`config.mk`:
```
export PLATFORM = sky130hd
export DESIGN_NAME = decodeStage
export DESIGN_NICKNAME = d
export VERILOG_FILES = /design/src/hdl/decodePkg.sv /design/src/hdl/regAccessIf.sv /design/src/hdl/aluControl.sv /design/src/hdl/controlDecoder.sv /design/src/hdl/decodeStage.sv /design/src/hdl/regFileBypass.sv
export VERILOG_INCLUDE_DIRS = /design/src /design/src/include
export SDC_FILE = /design/constraint.sdc
export NUM_CORES = 1
export LEC_CHECK = 0
export BUFFER_PORTS_ARGS = -buffer_cell sky130_fd_sc_hd__buf_2
export CAP_MARGIN = 5
export CORE_ASPECT_RATIO = 1.2
export CORE_MARGIN = 2
export CORE_UTILIZATION = 40
export DETAILED_ROUTE_END_ITERATION = 7
export SYNTH_ARGS = -nofsm -noshare
export SYNTH_HDL_FRONTEND = slang
export SYNTH_SLANG_ARGS = --single-unit
```
`constraint.sdc`:
```
create_clock -name clk -period 3.35 [get_ports clk]
set_input_delay 0.8375 -clock clk [delete_from_list [all_inputs] [get_ports clk]]
set_output_delay 0.8375 -clock clk [all_outputs]
set_load 0.05 [all_outputs]
```
`src/include/decode_params.svh`:
```
// Widths and register count shared by the decode stage and its bench.
// The ALU operator codes must match the encoding of the execute stage.
`ifndef DECODE_PARAMS_SVH
`define DECODE_PARAMS_SVH

`define DATA_WIDTH 16
`define REG_COUNT 8
`define REG_SEL_WIDTH 3

// Operator codes sent to the ALU
// SUB runs as ADD with invA and cin, ANDN runs as AND with invB
`define OPER_ADD 4'b0000
`define OPER_XOR 4'b0001
`define OPER_AND 4'b0010
`define OPER_PASSB 4'b0011

`endif
```
`src/hdl/decodePkg.sv`:
```
// Types for the decode stage. Opcodes sit in bits 15..11 in every format.
// Opcodes that are not listed in opcodeE are illegal.
`default_nettype none

`include "decode_params.svh"

package decodePkg;

    typedef logic [`DATA_WIDTH-1:0] wordT;

    typedef enum logic [4:0] {
        OP_HALT  = 5'b00000,
        OP_NOP   = 5'b00001,
        OP_J     = 5'b00100,
        OP_ADDI  = 5'b01000,
        OP_SUBI  = 5'b01001,
        OP_XORI  = 5'b01010,
        OP_ANDNI = 5'b01011,
        OP_BEQZ  = 5'b01100,
        OP_BNEZ  = 5'b01101,
        OP_ST    = 5'b10000,
        OP_LD    = 5'b10001,
        OP_SLBI  = 5'b10010,
        OP_LBI   = 5'b11000,
        OP_RALU  = 5'b11011
    } opcodeE;

    // Order matches the R-format function field for the first four
    typedef enum logic [2:0] {
        ALU_ADD   = 3'd0,
        ALU_SUB   = 3'd1,
        ALU_XOR   = 3'd2,
        ALU_ANDN  = 3'd3,
        ALU_PASSB = 3'd4
    } aluOpE;

    typedef enum logic [1:0] {
        BR_NONE = 2'b00,
        BR_EQZ  = 2'b01,
        BR_NEZ  = 2'b10,
        BR_JUMP = 2'b11
    } branchE;

    typedef struct packed {
        opcodeE opcode;
        logic [2:0] rs;
        logic [2:0] rt;
        logic [2:0] rd;
        logic [1:0] func;
    } rFmtS;

    typedef struct packed {
        opcodeE opcode;
        logic [2:0] rs;
        logic [2:0] rd;
        logic [4:0] imm5;
    } iFmtS;

    typedef struct packed {
        opcodeE opcode;
        logic [10:0] imm11;
    } jFmtS;

    typedef union packed {
        rFmtS rFmt;
        iFmtS iFmt;
        jFmtS jFmt;
    } instrU;

    // regDst: 00 bits 7..5, 01 bits 10..8, 10 bits 4..2, 11 register 7
    // bSrc: 00 rt data, 01 imm5, 10 imm8, 11 zero
    // regSrc: 00 ALU result, 01 memory data, 10 return address
    typedef struct packed {
        logic [1:0] regDst;
        logic regWrt;
        logic memRead;
        logic memWrt;
        logic zeroExt;
        logic immSrc;
        logic [1:0] bSrc;
        aluOpE aluOp;
        logic aluJmp;
        logic [1:0] regSrc;
        branchE branchType;
    } ctrlS;

endpackage

`default_nettype wire

```
`src/hdl/regAccessIf.sv`:
```
// Register file access. Reads are combinational, the write is a strobe
// taken at the clock edge while writeEn is high.
`timescale 1ns/10ps
`default_nettype none

`include "decode_params.svh"

interface regAccessIf;
    logic [`REG_SEL_WIDTH-1:0] read1Sel;
    logic [`REG_SEL_WIDTH-1:0] read2Sel;
    logic [`DATA_WIDTH-1:0] read1Data;
    logic [`DATA_WIDTH-1:0] read2Data;
    logic writeEn;
    logic [`REG_SEL_WIDTH-1:0] writeSel;
    logic [`DATA_WIDTH-1:0] writeData;

    modport stage (
        output read1Sel, read2Sel, writeEn, writeSel, writeData,
        input read1Data, read2Data
    );

    modport file (
        input read1Sel, read2Sel, writeEn, writeSel, writeData,
        output read1Data, read2Data
    );
endinterface

`default_nettype wire

```
`src/hdl/aluControl.sv`:
```
// Maps an ALU operation to operator code, operand inversion and carry-in.
// SUB computes B - A, so A is inverted.
`timescale 1ns/10ps
`default_nettype none

`include "decode_params.svh"

module aluControl (
    input decodePkg::aluOpE aluOp,
    input logic [1:0] func,
    input logic rAlu,
    output logic [3:0] oper,
    output logic invA,
    output logic invB,
    output logic cin
);

    decodePkg::aluOpE effOp;

    // Function field values line up with the first four ALU operations
    assign effOp = rAlu ? decodePkg::aluOpE'({1'b0, func}) : aluOp;

    always_comb begin
        oper = `OPER_ADD;
        invA = 1'b0;
        invB = 1'b0;
        cin = 1'b0;

        case (effOp)
            decodePkg::ALU_SUB: begin
                invA = 1'b1;
                cin = 1'b1;
            end
            decodePkg::ALU_XOR: oper = `OPER_XOR;
            decodePkg::ALU_ANDN: begin
                oper = `OPER_AND;
                invB = 1'b1;
            end
            decodePkg::ALU_PASSB: oper = `OPER_PASSB;
            default: oper = `OPER_ADD;
        endcase
    end

endmodule

`default_nettype wire

```
`src/hdl/controlDecoder.sv`:
```
// Opcode decoder. Purely combinational.
// nopMech overrides the instruction with a NOP, unknown opcodes raise illegal.
`timescale 1ns/10ps
`default_nettype none

module controlDecoder (
    input decodePkg::instrU instr,
    input logic nopMech,
    output decodePkg::ctrlS ctrl,
    output logic nop,
    output logic nHalt,
    output logic illegal
);

    decodePkg::opcodeE opcode;

    assign opcode = nopMech ? decodePkg::OP_NOP : instr.rFmt.opcode;

    always_comb begin
        // No writes, no branch unless an opcode says otherwise
        ctrl = '0;
        ctrl.aluOp = decodePkg::ALU_ADD;
        ctrl.branchType = decodePkg::BR_NONE;
        nop = 1'b0;
        nHalt = 1'b1;
        illegal = 1'b0;

        case (opcode)
            decodePkg::OP_HALT: begin
                nHalt = 1'b0;
            end
            decodePkg::OP_NOP: begin
                nop = 1'b1;
            end
            decodePkg::OP_J: begin
                ctrl.immSrc = 1'b1;
                ctrl.aluJmp = 1'b1;
                ctrl.branchType = decodePkg::BR_JUMP;
            end
            decodePkg::OP_ADDI, decodePkg::OP_SUBI,
            decodePkg::OP_XORI, decodePkg::OP_ANDNI: begin
                ctrl.regDst = 2'b00;
                ctrl.regWrt = 1'b1;
                ctrl.bSrc = 2'b01;
                // Logic immediates are zero-extended
                ctrl.zeroExt = (opcode == decodePkg::OP_XORI) ||
                               (opcode == decodePkg::OP_ANDNI);
                ctrl.aluOp = decodePkg::aluOpE'({1'b0, opcode[1:0]});
            end
            decodePkg::OP_BEQZ, decodePkg::OP_BNEZ: begin
                // rs passes the ALU unchanged for the zero test
                ctrl.bSrc = 2'b11;
                ctrl.branchType = (opcode == decodePkg::OP_BEQZ) ?
                                  decodePkg::BR_EQZ : decodePkg::BR_NEZ;
            end
            decodePkg::OP_ST: begin
                ctrl.memWrt = 1'b1;
                ctrl.bSrc = 2'b01;
            end
            decodePkg::OP_LD: begin
                ctrl.regDst = 2'b00;
                ctrl.regWrt = 1'b1;
                ctrl.memRead = 1'b1;
                ctrl.bSrc = 2'b01;
                ctrl.regSrc = 2'b01;
            end
            decodePkg::OP_SLBI, decodePkg::OP_LBI: begin
                ctrl.regDst = 2'b01;
                ctrl.regWrt = 1'b1;
                ctrl.bSrc = 2'b10;
                ctrl.zeroExt = (opcode == decodePkg::OP_SLBI);
                ctrl.aluOp = decodePkg::ALU_PASSB;
            end
            decodePkg::OP_RALU: begin
                // Operation itself comes from the function field
                ctrl.regDst = 2'b10;
                ctrl.regWrt = 1'b1;
                ctrl.bSrc = 2'b00;
            end
            default: begin
                illegal = 1'b1;
            end
        endcase
    end

endmodule

`default_nettype wire

```
`src/hdl/decodeStage.sv`:
```
// Decode stage top. All decode outputs are combinational from instr.
// valid rises at the first clock edge after reset is released.
`timescale 1ns/10ps
`default_nettype none

`include "decode_params.svh"

module decodeStage (
    input logic clk,
    input logic rstN,
    input logic [`DATA_WIDTH-1:0] instr,
    input logic nopMech,
    input logic fetchErr,
    input logic wbEn,
    input logic [`REG_SEL_WIDTH-1:0] wbSel,
    input logic [`DATA_WIDTH-1:0] wbData,
    output logic valid,
    output logic [`DATA_WIDTH-1:0] rsData,
    output logic [`DATA_WIDTH-1:0] rtData,
    output logic [`DATA_WIDTH-1:0] imm5,
    output logic [`DATA_WIDTH-1:0] imm8,
    output logic [`DATA_WIDTH-1:0] sImm8,
    output logic [`DATA_WIDTH-1:0] sImm11,
    output logic [`REG_SEL_WIDTH-1:0] rd,
    output logic [3:0] oper,
    output logic invA,
    output logic invB,
    output logic cin,
    output logic regWrt,
    output logic memRead,
    output logic memWrt,
    output logic immSrc,
    output logic [1:0] bSrc,
    output logic [1:0] regSrc,
    output logic aluJmp,
    output logic [1:0] branchType,
    output logic nop,
    output logic nHalt,
    output logic branchNop,
    output logic err
);

    decodePkg::instrU instrW;
    decodePkg::ctrlS ctrl;
    logic illegal;
    logic rAlu;

    regAccessIf regBus ();

    assign instrW = instr;

    // Sources are fixed fields, write-back comes straight from the ports
    assign regBus.read1Sel = instrW.rFmt.rs;
    assign regBus.read2Sel = instrW.rFmt.rt;
    assign regBus.writeEn = wbEn;
    assign regBus.writeSel = wbSel;
    assign regBus.writeData = wbData;
    assign rsData = regBus.read1Data;
    assign rtData = regBus.read2Data;

    regFileBypass u_regFile (
        .clk(clk),
        .rstN(rstN),
        .port(regBus.file)
    );

    controlDecoder u_ctrlDec (
        .instr(instrW),
        .nopMech(nopMech),
        .ctrl(ctrl),
        .nop(nop),
        .nHalt(nHalt),
        .illegal(illegal)
    );

    // A forced NOP must not pick up the function field
    assign rAlu = !nopMech && (instrW.rFmt.opcode == decodePkg::OP_RALU);

    aluControl u_aluCtrl (
        .aluOp(ctrl.aluOp),
        .func(instrW.rFmt.func),
        .rAlu(rAlu),
        .oper(oper),
        .invA(invA),
        .invB(invB),
        .cin(cin)
    );

    always_comb begin
        case (ctrl.regDst)
            2'b00: rd = instrW.iFmt.rd;
            2'b01: rd = instrW.rFmt.rs;
            2'b10: rd = instrW.rFmt.rd;
            default: rd = 3'd7;
        endcase
    end

    assign imm5 = ctrl.zeroExt ? {{(`DATA_WIDTH-5){1'b0}}, instr[4:0]} :
                                 {{(`DATA_WIDTH-5){instr[4]}}, instr[4:0]};
    assign sImm8 = {{(`DATA_WIDTH-8){instr[7]}}, instr[7:0]};
    assign imm8 = ctrl.zeroExt ? {{(`DATA_WIDTH-8){1'b0}}, instr[7:0]} : sImm8;
    assign sImm11 = {{(`DATA_WIDTH-11){instr[10]}}, instr[10:0]};

    assign regWrt = ctrl.regWrt;
    assign memRead = ctrl.memRead;
    assign memWrt = ctrl.memWrt;
    assign immSrc = ctrl.immSrc;
    assign bSrc = ctrl.bSrc;
    assign regSrc = ctrl.regSrc;
    assign aluJmp = ctrl.aluJmp;
    assign branchType = ctrl.branchType;
    assign branchNop = (ctrl.branchType != decodePkg::BR_NONE);
    assign err = illegal | fetchErr;

    always_ff @(posedge clk) begin
        if (!rstN) begin
            valid <= 1'b0;
        end else begin
            valid <= 1'b1;
        end
    end

endmodule

`default_nettype wire

```
`src/hdl/regFileBypass.sv`:
```
// Eight-entry register file, cleared by reset.
// A write-back in the same cycle is forwarded to a matching read port.
`timescale 1ns/10ps
`default_nettype none

`include "decode_params.svh"

module regFileBypass (
    input logic clk,
    input logic rstN,
    regAccessIf.file port
);

    localparam int NumReadPorts = 2;

    decodePkg::wordT regs [`REG_COUNT];

    // Read ports as arrays so both come from one loop body
    logic [`REG_SEL_WIDTH-1:0] readSel [NumReadPorts];
    decodePkg::wordT readData [NumReadPorts];

    always_ff @(posedge clk) begin
        if (!rstN) begin
            for (int i = 0; i < `REG_COUNT; i++) begin
                regs[i] <= '0;
            end
        end else if (port.writeEn) begin
            regs[port.writeSel] <= port.writeData;
        end
    end

    assign readSel[0] = port.read1Sel;
    assign readSel[1] = port.read2Sel;

    generate
        for (genvar g = 0; g < NumReadPorts; g++) begin : genReadPort
            logic hit;

            // Write-back to the same register wins over storage
            assign hit = port.writeEn && (port.writeSel == readSel[g]);
            assign readData[g] = hit ? port.writeData : regs[readSel[g]];
        end
    endgenerate

    assign port.read1Data = readData[0];
    assign port.read2Data = readData[1];

endmodule

`default_nettype wire

```
== Word level (Yosys, flattened, before mapping) ==
Memory sizes are Yosys's and may differ from the RTL's.
Cells that the tools add are included.

* Bits in writable memories: 128
* Bits of input ports: 40
* Register bits after elaboration: 1
* Output and inout port bits: 122
* Bits in latches: 0
* Memories: 1
* Memory bits (read-only): 0

* Multiplexer cells: 31
* Reduce and logical (&&, ||, !) cells: 15
* Shift-type cells: 0
* $mul: 0
* Magnitude comparators: 0
* Eq/ne operators: 22
* Add/subtract/negate cells: 0
* Divide/modulo/power cells: 0
* Bitwise logic cells: 1

{| class="wikitable"
|+ Memory list
! name !! words !! width !! read ports !! clocked after Yosys merged registers in !! write ports !! RTL line !! RTL
|-
| u_regFile.regs || 8 || 16 || 2 || 0 || 8 || regFileBypass.sv:16 || <nowiki>decodePkg::wordT regs [`REG_COUNT];</nowiki>
|}

{| class="wikitable"
|+ Operators by type and width
! cell !! count
|-
| two-way mux 16 bit || 5
|-
| equality test 5 x 4 -> 1 bit (second input constant) || 6
|-
| equality test 5 bit (second input constant) || 6
|-
| case mux 3 bit (3 select lines) || 2
|-
| OR reduction 16 bit || 1
|-
| two-way mux 1 bit || 15
|-
| OR reduction 14 bit || 1
|-
| case mux 2 bit (3 select lines) || 2
|-
| equality test 3 x 2 -> 1 bit (second input constant) || 2
|-
| equality test 3 bit || 2
|-
| two-way mux 3 bit || 2
|-
| case mux 3 bit (2 select lines) || 1
|-
| OR reduction 6 bit || 1
|-
| equality test 5 x 1 -> 1 bit (second input constant) || 1
|-
| equality test 5 x 3 -> 1 bit (second input constant) || 1
|-
| zero test 5 bit || 1
|-
| two-way mux 5 bit || 1
|-
| OR reduction 5 bit || 1
|-
| case mux 2 bit (2 select lines) || 1
|-
| OR reduction 2 bit || 2
|-
| OR reduction 4 bit || 1
|-
| equality test 3 x 1 -> 1 bit (second input constant) || 1
|-
| equality test 3 bit (second input constant) || 1
|-
| logical AND 1 bit || 3
|-
| other kinds (9) || 9
|}

== Logic depth before layout (Yosys ltp) ==
Gate-level depths: netlist of the first run.

* Word-level depth: 7
* Depth in mapped cells: 7

== Hierarchy ==
Synthesis of the first run repeated with hierarchy kept, for this count alone.

* Cells, all modules: 590
* Area total of the unflattened synthesis: 8475.6 um^2

{| class="wikitable"
|+ Modules (own cells, without submodules)
! module !! cells an instance !! times used !! seq. area each (um^2) !! area an instance (um^2)
|-
| regFileBypass || 446 || 1 || 3843.7 || 7440.9
|-
| decodeStage || 76 || 1 || 20.0 || 595.6
|-
| controlDecoder || 53 || 1 || 0.0 || 335.3
|-
| aluControl || 15 || 1 || 0.0 || 103.8
|}

== Least setup slack after synthesis of the first run ==
OpenSTA, ideal clock, no wires.

* Path kind: input to output
* Start point: in instr[13]
* End point: out immSrc
* Data required time: 2.513 ns
* Path slack: -0.275 ns
* Stages on the path: 4
* Data arrival time: 2.787 ns
* Buffers on the path: 2
* Cell sequence: clkbuf_1 > nand3_1 > nor3_1 > buf_4

* Cells in the longest elaborated chain, start to end: 3

{| class="wikitable"
|+ RTL lines
! item !! RTL line !! RTL
|-
| start, declared || decodeStage.sv:11 || <nowiki>input logic [`DATA_WIDTH-1:0] instr,</nowiki>
|-
| two-way mux 5 bit || controlDecoder.sv:17 || <nowiki>assign opcode = nopMech ? decodePkg::OP_NOP : instr.rFmt.opcode;</nowiki>
|-
| equality test 5 x 3 -> 1 bit || - ||
|-
| two-way mux 1 bit || - ||
|-
| end, declared || decodeStage.sv:32 || <nowiki>output logic immSrc,</nowiki>
|}

No other way between the ends.

== Worst setup path in the final report of the first run ==
* Start point: in instr[5]
* End point: out rtData[15]

* Cells in the longest elaborated chain, start to end: 3

{| class="wikitable"
|+ RTL lines
! item !! RTL line !! RTL
|-
| parallel branches: the longest is 2 deep, another holds memory read (8 x 16 bit) || - ||
|-
| two-way mux 16 bit (*) || regFileBypass.sv:41 || <nowiki>assign readData[g] = hit ? port.writeData : regs[readSel[g]];</nowiki>
|-
| end, declared || decodeStage.sv:19 || <nowiki>output logic [`DATA_WIDTH-1:0] rtData,</nowiki>
|}

Mark *: on every way between the ends.

==> results of run 1 <==
## cell type report
cell class	instances	share of cell area, %
multi-input combinational	379	35.8
timing repair buffer	202	12.7
inverter	3	0.118
tap	261	3.43
sequential	129	40.5
clock buffer	19	4.75
clock inverter	13	2.68
## worst max-delay path: stages
cell and delay [ns]:
buf_2 0.18, buf_12 0.20, xnor2_1 0.14, nand4_1 0.25, buf_12 0.26, a21oi_1 0.14, buf_2 0.29
## how the worst min path moves through the flow
| stage | startpoint | endpoint | slack (ns) | cells after the start |
|---|---|---|---|---|
| final | rstN | valid | 0.67 | 1 |
| after detailed placement | rstN | valid | 1.10 | 1 |
| after global placement | rstN | valid | 1.10 | 1 |
| after floorplan | rstN | valid | 0.87 | 0 |
| after CTS | rstN | valid | 0.66 | 1 |
| after global routing | rstN | valid | 0.65 | 1 |
## registers in the layout (all words and copies together) (netlist names)
register / flops
u_regFile.regs: 128
valid: 1
## where the power goes
| part | switching, mW | total [mW] | internal [mW] | leakage (nW) |
|---|---|---|---|---|
| sequential | 0.0487 | 1.93 | 1.88 | 1.23 |
| clock | 0.693 | 2.21 | 1.51 | 0.336 |
| combinational | 0.757 | 1.10 | 0.345 | 2.22 |
| total | 1.50 | 5.23 | 3.74 | 3.79 |
## cells in the final DEF, fill, tap and decap left out, types with 2 or more instances in the layout
master,synthesis,final
a21o_1,4,4
a21oi_1,34,34
a22o_1,3,3
and2_1,131,131
buf_12,0,7
buf_2,14,158
buf_4,75,37
bufinv_16,0,7
clkbuf_16,0,17
clkbuf_8,0,2
clkinvlp_4,0,3
conb_1,1,3
edfxtp_1,128,128
inv_1,3,3
mux2i_1,33,33
mux4_2,64,64
nand2_1,6,6
nand2b_1,5,5
nand3_1,3,3
nand4_1,2,2
nor2_1,51,51
nor3_1,3,2
nor3_2,2,3
o21ai_0,9,3
o21ai_1,0,6
xnor2_1,8,8
xor2_1,2,2
## metal layers
metal  global-route usage, %  vias to the layer above  wire, microns
met5                       0                        -              0
met4                    7.01                        0            412
met3                    4.55                       33           1270
met2                    37.3                      226          11200
met1                    24.2                     2680           8340
li1                        -                     2440              -
## through the flow
| step | std cells | hold slack (ns) |
|---|---|---|
| global placement | 974 | 1.10 |
| finish | 1006 | 0.671 |
| CTS | 1006 | 0.657 |
| detailed placement | 974 | 1.10 |
| global route | 1006 | 0.652 |
| floorplan | 623 | 0.865 |
## kinds of logic after synthesis
family / count (synthesis)
buffers and inverters: 115
multiplexers: 97
XOR/XNOR: 10
AO/OA/AOI/OAI: 58
AND/OR/NAND/NOR: 211
other: 1
flip-flops: 129
==> results.json, run 1 <==
{
  "htree_levels": 4,
  "root_buffer": "clkbuf_16",
  "firstDrtPassIters": 5,
  "synth-warning-count": 0,
  "gp_congestion": 0.850,
  "synth.mux.area_fraction_pct": 22.1,
  "synthTopCellsByArea": "edfxtp_1 48%, mux4_2 18%, and2_1 10%",
  "fmax_mhz": 317,
  "syn_area_sq_mm": 0.00802,
  "drive_above_1_share_pct": 40.9,
  "endpoint": "rtData[15]",
  "start_util_pct": 40.9,
  "synth_xor_area_share_pct": 1.09,
  "finalPower_mw": 5.23,
  "synthAdderAreaFrac_pct": 0,
  "multi_input_area_sq_mm": 0.00341,
  "regArea_sq_mm": 0.00386,
  "cts_sinks": 129,
  "hpwl_microns": 14700,
  "wl_per_cell_microns": 21.1,
  "pre_cts_slack_ns": 0.172,
  "boundaryPins": 162,
  "setup_tns_ns": 0,
  "cts_setup_buffers": 0,
  "synth_edf_count": 128,
  "core_sq_mm": 0.0196,
  "drc": 0,
  "antenna_found_initial": 0,
  "endpoint_kind": "output pin",
  "antenna_cells": 0,
  "clk_pin_slew_ns": 0.06,
  "fp.dieH_microns": 159,
  "grt_pass1_wl_microns": 32500,
  "crit_fanout": 26,
  "yosys.cell_types.count": 41,
  "synth_top_area_share_pct": 48.0,
  "cts_tree": "done",
  "yosysSeqAreaShare_pct": 48.2,
  "syn_to_final_growth_pct": 18.9,
  "via_per_inst": 5.35,
  "tightest_slew_ns": 0.627,
  "numCtsBuffers": 17,
  "rsz0062_at_grt": "false",
  "design_area_sq_mm": 0.00953,
  "holdBufCountCts": 0,
  "avgSynthCellArea_sq_um": 12.9,
  "grt_pass1_vias": 5626,
  "min_period_ns": 3.15,
  "grt_max_degree": 34,
  "synth_ff_type": "edfxtp_1",
  "vdd_drop_max_uv": 414,
  "cts_buffer_depth": 2,
  "criticalPathCategory": "input pin to output pin",
  "ys_seq_elements": 129,
  "nFillCells": 1747,
  "final_util_pct": 48.6,
  "ant_nets": 0,
  "crit_path_start": "instr[5]",
  "hp-class": "input pin to flip-flop",
  "leakage_nw": 3.79,
  "die_area_sq_mm": 0.0212,
  "outcome": "completed",
  "drt_iter0_drc": 387,
  "io_buffers": 158,
  "syn-instance-count": 621,
  "yosys.area.top_type": "edfxtp_1",
  "fp.dieW_microns": 133,
  "grt_overflow": 0,
  "setup_violations": 0,
  "fin_ws_ns": 0.197,
  "max-cap-violations": 0,
  "vias": 5379,
  "grtUsageTotal_pct": 20.6,
  "placed_area_sq_mm": 0.00882,
  "slew-limit-headroom_pct": 58.0,
  "rows": 56,
  "synth_top_family_by_area": "multiplexers",
  "cp.required_ns": 2.51,
  "cts_resized": 0,
  "startpoint_type": "input pin",
  "fin_nets": 772,
  "hold_viol_final": 0,
  "synth-simple-area-share_pct": 14.9,
  "yosysMostFrequentCell": "and2_1",
  "slew_viol_final": 0,
  "pwr_density_cell_mw_per_mm2": 549,
  "wirelength_microns": 21300,
  "fin_crit_sh_pct": 94.1,
  "async_reset_ff_share_pct": 0,
  "synth_top_cells_by_count": "131 x and2_1, 128 x edfxtp_1, 75 x buf_4, 64 x mux4_2, 51 x nor2_1",
  "synth_compound_area_share_pct": 4.23,
  "arrival_ns": 2.32
}
Power figures use the tool's default switching activity.
==> inputs of run 2 (changes only) <==
CORE_UTILIZATION = 30   (was 40)
GPL_TIMING_DRIVEN = 0   (was unset)
==> run 2 against run 1 <==
Net effect:
- sequential share of layout area fell by 1.5 points
- die area increased by 32%
- wire length rose by 13%
==> results.json, run 2 (same netlist as run 1, synthesis figures left out) <==
{
  "slew_viol_final": 0,
  "final_util_pct": 37.7,
  "rows": 65,
  "p_comb_share_pct": 24.8,
  "pwr_density_cell_mw_per_mm2": 481,
  "clk_pin_slew_ns": 0.06,
  "setup_tns_ns": 0,
  "swShare_pct": 31.6,
  "vdd_drop_max_uv": 368,
  "core_sq_mm": 0.0263,
  "largest_reg_flops": 128,
  "slew-limit-headroom_pct": 24.6,
  "cp.required_ns": 2.51,
  "hp-class": "input pin to flip-flop",
  "drc": 0,
  "criticalPathCategory": "input pin to output pin",
  "mostFrequentLayoutCell": "buf_2",
  "syn_to_final_growth_pct": 23.5,
  "design_area_sq_mm": 0.00990,
  "cts_buffer_depth": 2,
  "top_register": "u_regFile.regs",
  "grt_overflow": 0,
  "firstDrtPassIters": 5,
  "die_area_sq_mm": 0.0280,
  "antenna_cells": 0,
  "endpoint_kind": "output pin",
  "crit_fanout": 10,
  "fmax_mhz": 304,
  "boundaryPins": 162,
  "via_per_inst": 4.98,
  "p_seq_share_pct": 40.4,
  "arrival_ns": 2.45,
  "outcome": "completed",
  "finalPower_mw": 4.77,
  "htree_levels": 4,
  "min_period_ns": 3.28,
  "tightest_slew_ns": 1.13,
  "fp.dieH_microns": 183,
  "antenna_found_initial": 0,
  "grt_pass1_vias": 5870,
  "grtUsageTotal_pct": 17.2,
  "grt_max_degree": 17,
  "fin_nets": 837,
  "grt_pass1_wl_microns": 35500,
  "drive_above_1_share_pct": 44.1,
  "cts_sinks": 129,
  "drt_iter0_drc": 442,
  "leakage_nw": 3.99,
  "holdBufCountCts": 0,
  "setup_violations": 0,
  "layout_common_cells": "160 x buf_2, 130 x and2_1, 128 x edfxtp_1",
  "cts_tree": "done",
  "ant_nets": 0,
  "rsz0062_at_grt": "false",
  "startpoint_type": "input pin",
  "numCtsBuffers": 17,
  "nFillCells": 2531,
  "pwr-share-clk_pct": 34.7,
  "fin_crit_sh_pct": 98.1,
  "start_util_pct": 30.5,
  "hpwl_microns": 17000,
  "placed_area_sq_mm": 0.00933,
  "wl_per_cell_microns": 21.0,
  "p_switching_mw": 1.50,
  "hold_viol_final": 0,
  "root_buffer": "clkbuf_16",
  "io_buffers": 147,
  "p_int_mw": 3.26,
  "fp.dieW_microns": 153,
  "wirelength_microns": 24000,
  "vias": 5696,
  "gp_congestion": 0.806,
  "reg_top3": "u_regFile.regs: 128 flops, valid: 1 flops",
  "max-cap-violations": 0
}
## run 2: changes by cell type in the layout (fill, tap and decap cells not counted), moves of 6 or more
| cell | before | now |
|---|---|---|
| clkbuf_1 | 0 | 13 |
| buf_12 | 7 | 0 |
| clkinv_1 | 0 | 6 |
| bufinv_16 | 7 | 1 |
| o21ai_1 | 6 | 0 |
| buf_4 | 37 | 74 |
| clkbuf_2 | 0 | 6 |
| o21ai_2 | 0 | 6 |
| buf_6 | 0 | 8 |
## run 2: metrics by stage
| stage | hold slack (ns) | worst slack [ns] | std cells |
|---|---|---|---|
| 6_report | 0.525 | 0.0650 | 1144 |
| 5_1_grt | 0.523 | 0.0108 | 1144 |
| 4_1_cts | 0.517 | -0.0251 | 1143 |
| 3_5_place_dp | 0.954 | -0.368 | 1111 |
| 3_3_place_gp | 0.954 | -0.907 | 1105 |
| 2_1_floorplan | 0.865 | 0.0626 | 623 |
## run 2: final timing paths
check / startpoint / cells past startpoint / to
setup / recovery: instr[6] / 6 / rtData[2]
hold / removal: rstN / 1 / valid
## run 2: area by class of cell
| cell class | count | area (sq um) | area share (%) |
|---|---|---|---|
| Timing Repair Buffer | 155 | 878 | 8.87 |
| Clock buffer | 20 | 437 | 4.41 |
| Sequential cell | 129 | 3860 | 39.0 |
| Tap cell | 335 | 419 | 4.23 |
| Buffer | 112 | 786 | 7.94 |
| Multi-Input combinational cell | 379 | 3430 | 34.7 |
| Clock inverter | 11 | 72.6 | 0.733 |
| Inverter | 3 | 11.3 | 0.114 |
## run 2: timing repair
item | in CTS | in global routing
resized for setup | 16 | 7
cloned | 0 | 0
setup endpoints to repair | 39 | 33
buffers inserted | 1 | 1
pin swaps | 1 | 1
## run 2: layer usage
layer / part of all wire (%) / track usage [%] / wire length, microns
met3: 6.4 / 2.79 / 1530
met5: 0 / 0 / 0
met2: 50 / 29.6 / 12000
met1: 41 / 22.0 / 9880
met4: 2.3 / 6.30 / 552
## run 2: worst max-delay path, cell delays in order
cell and delay (ns):
buf_2 0.25, buf_2 0.37, mux4_2 0.39, mux2i_1 0.21, a21oi_1 0.14, buf_2 0.24
## run 2: power by group through the flow
stage	registers, mW	clock network [mW]	logic (mW)
5_1_grt	1.94	1.72	1.24
4_1_cts	1.93	1.66	1.19
6_report	1.93	1.65	1.18
3_5_place_dp	1.96	0	1.19
3_3_place_gp	1.95	0	1.15
2_1_floorplan	1.94	0	0.863
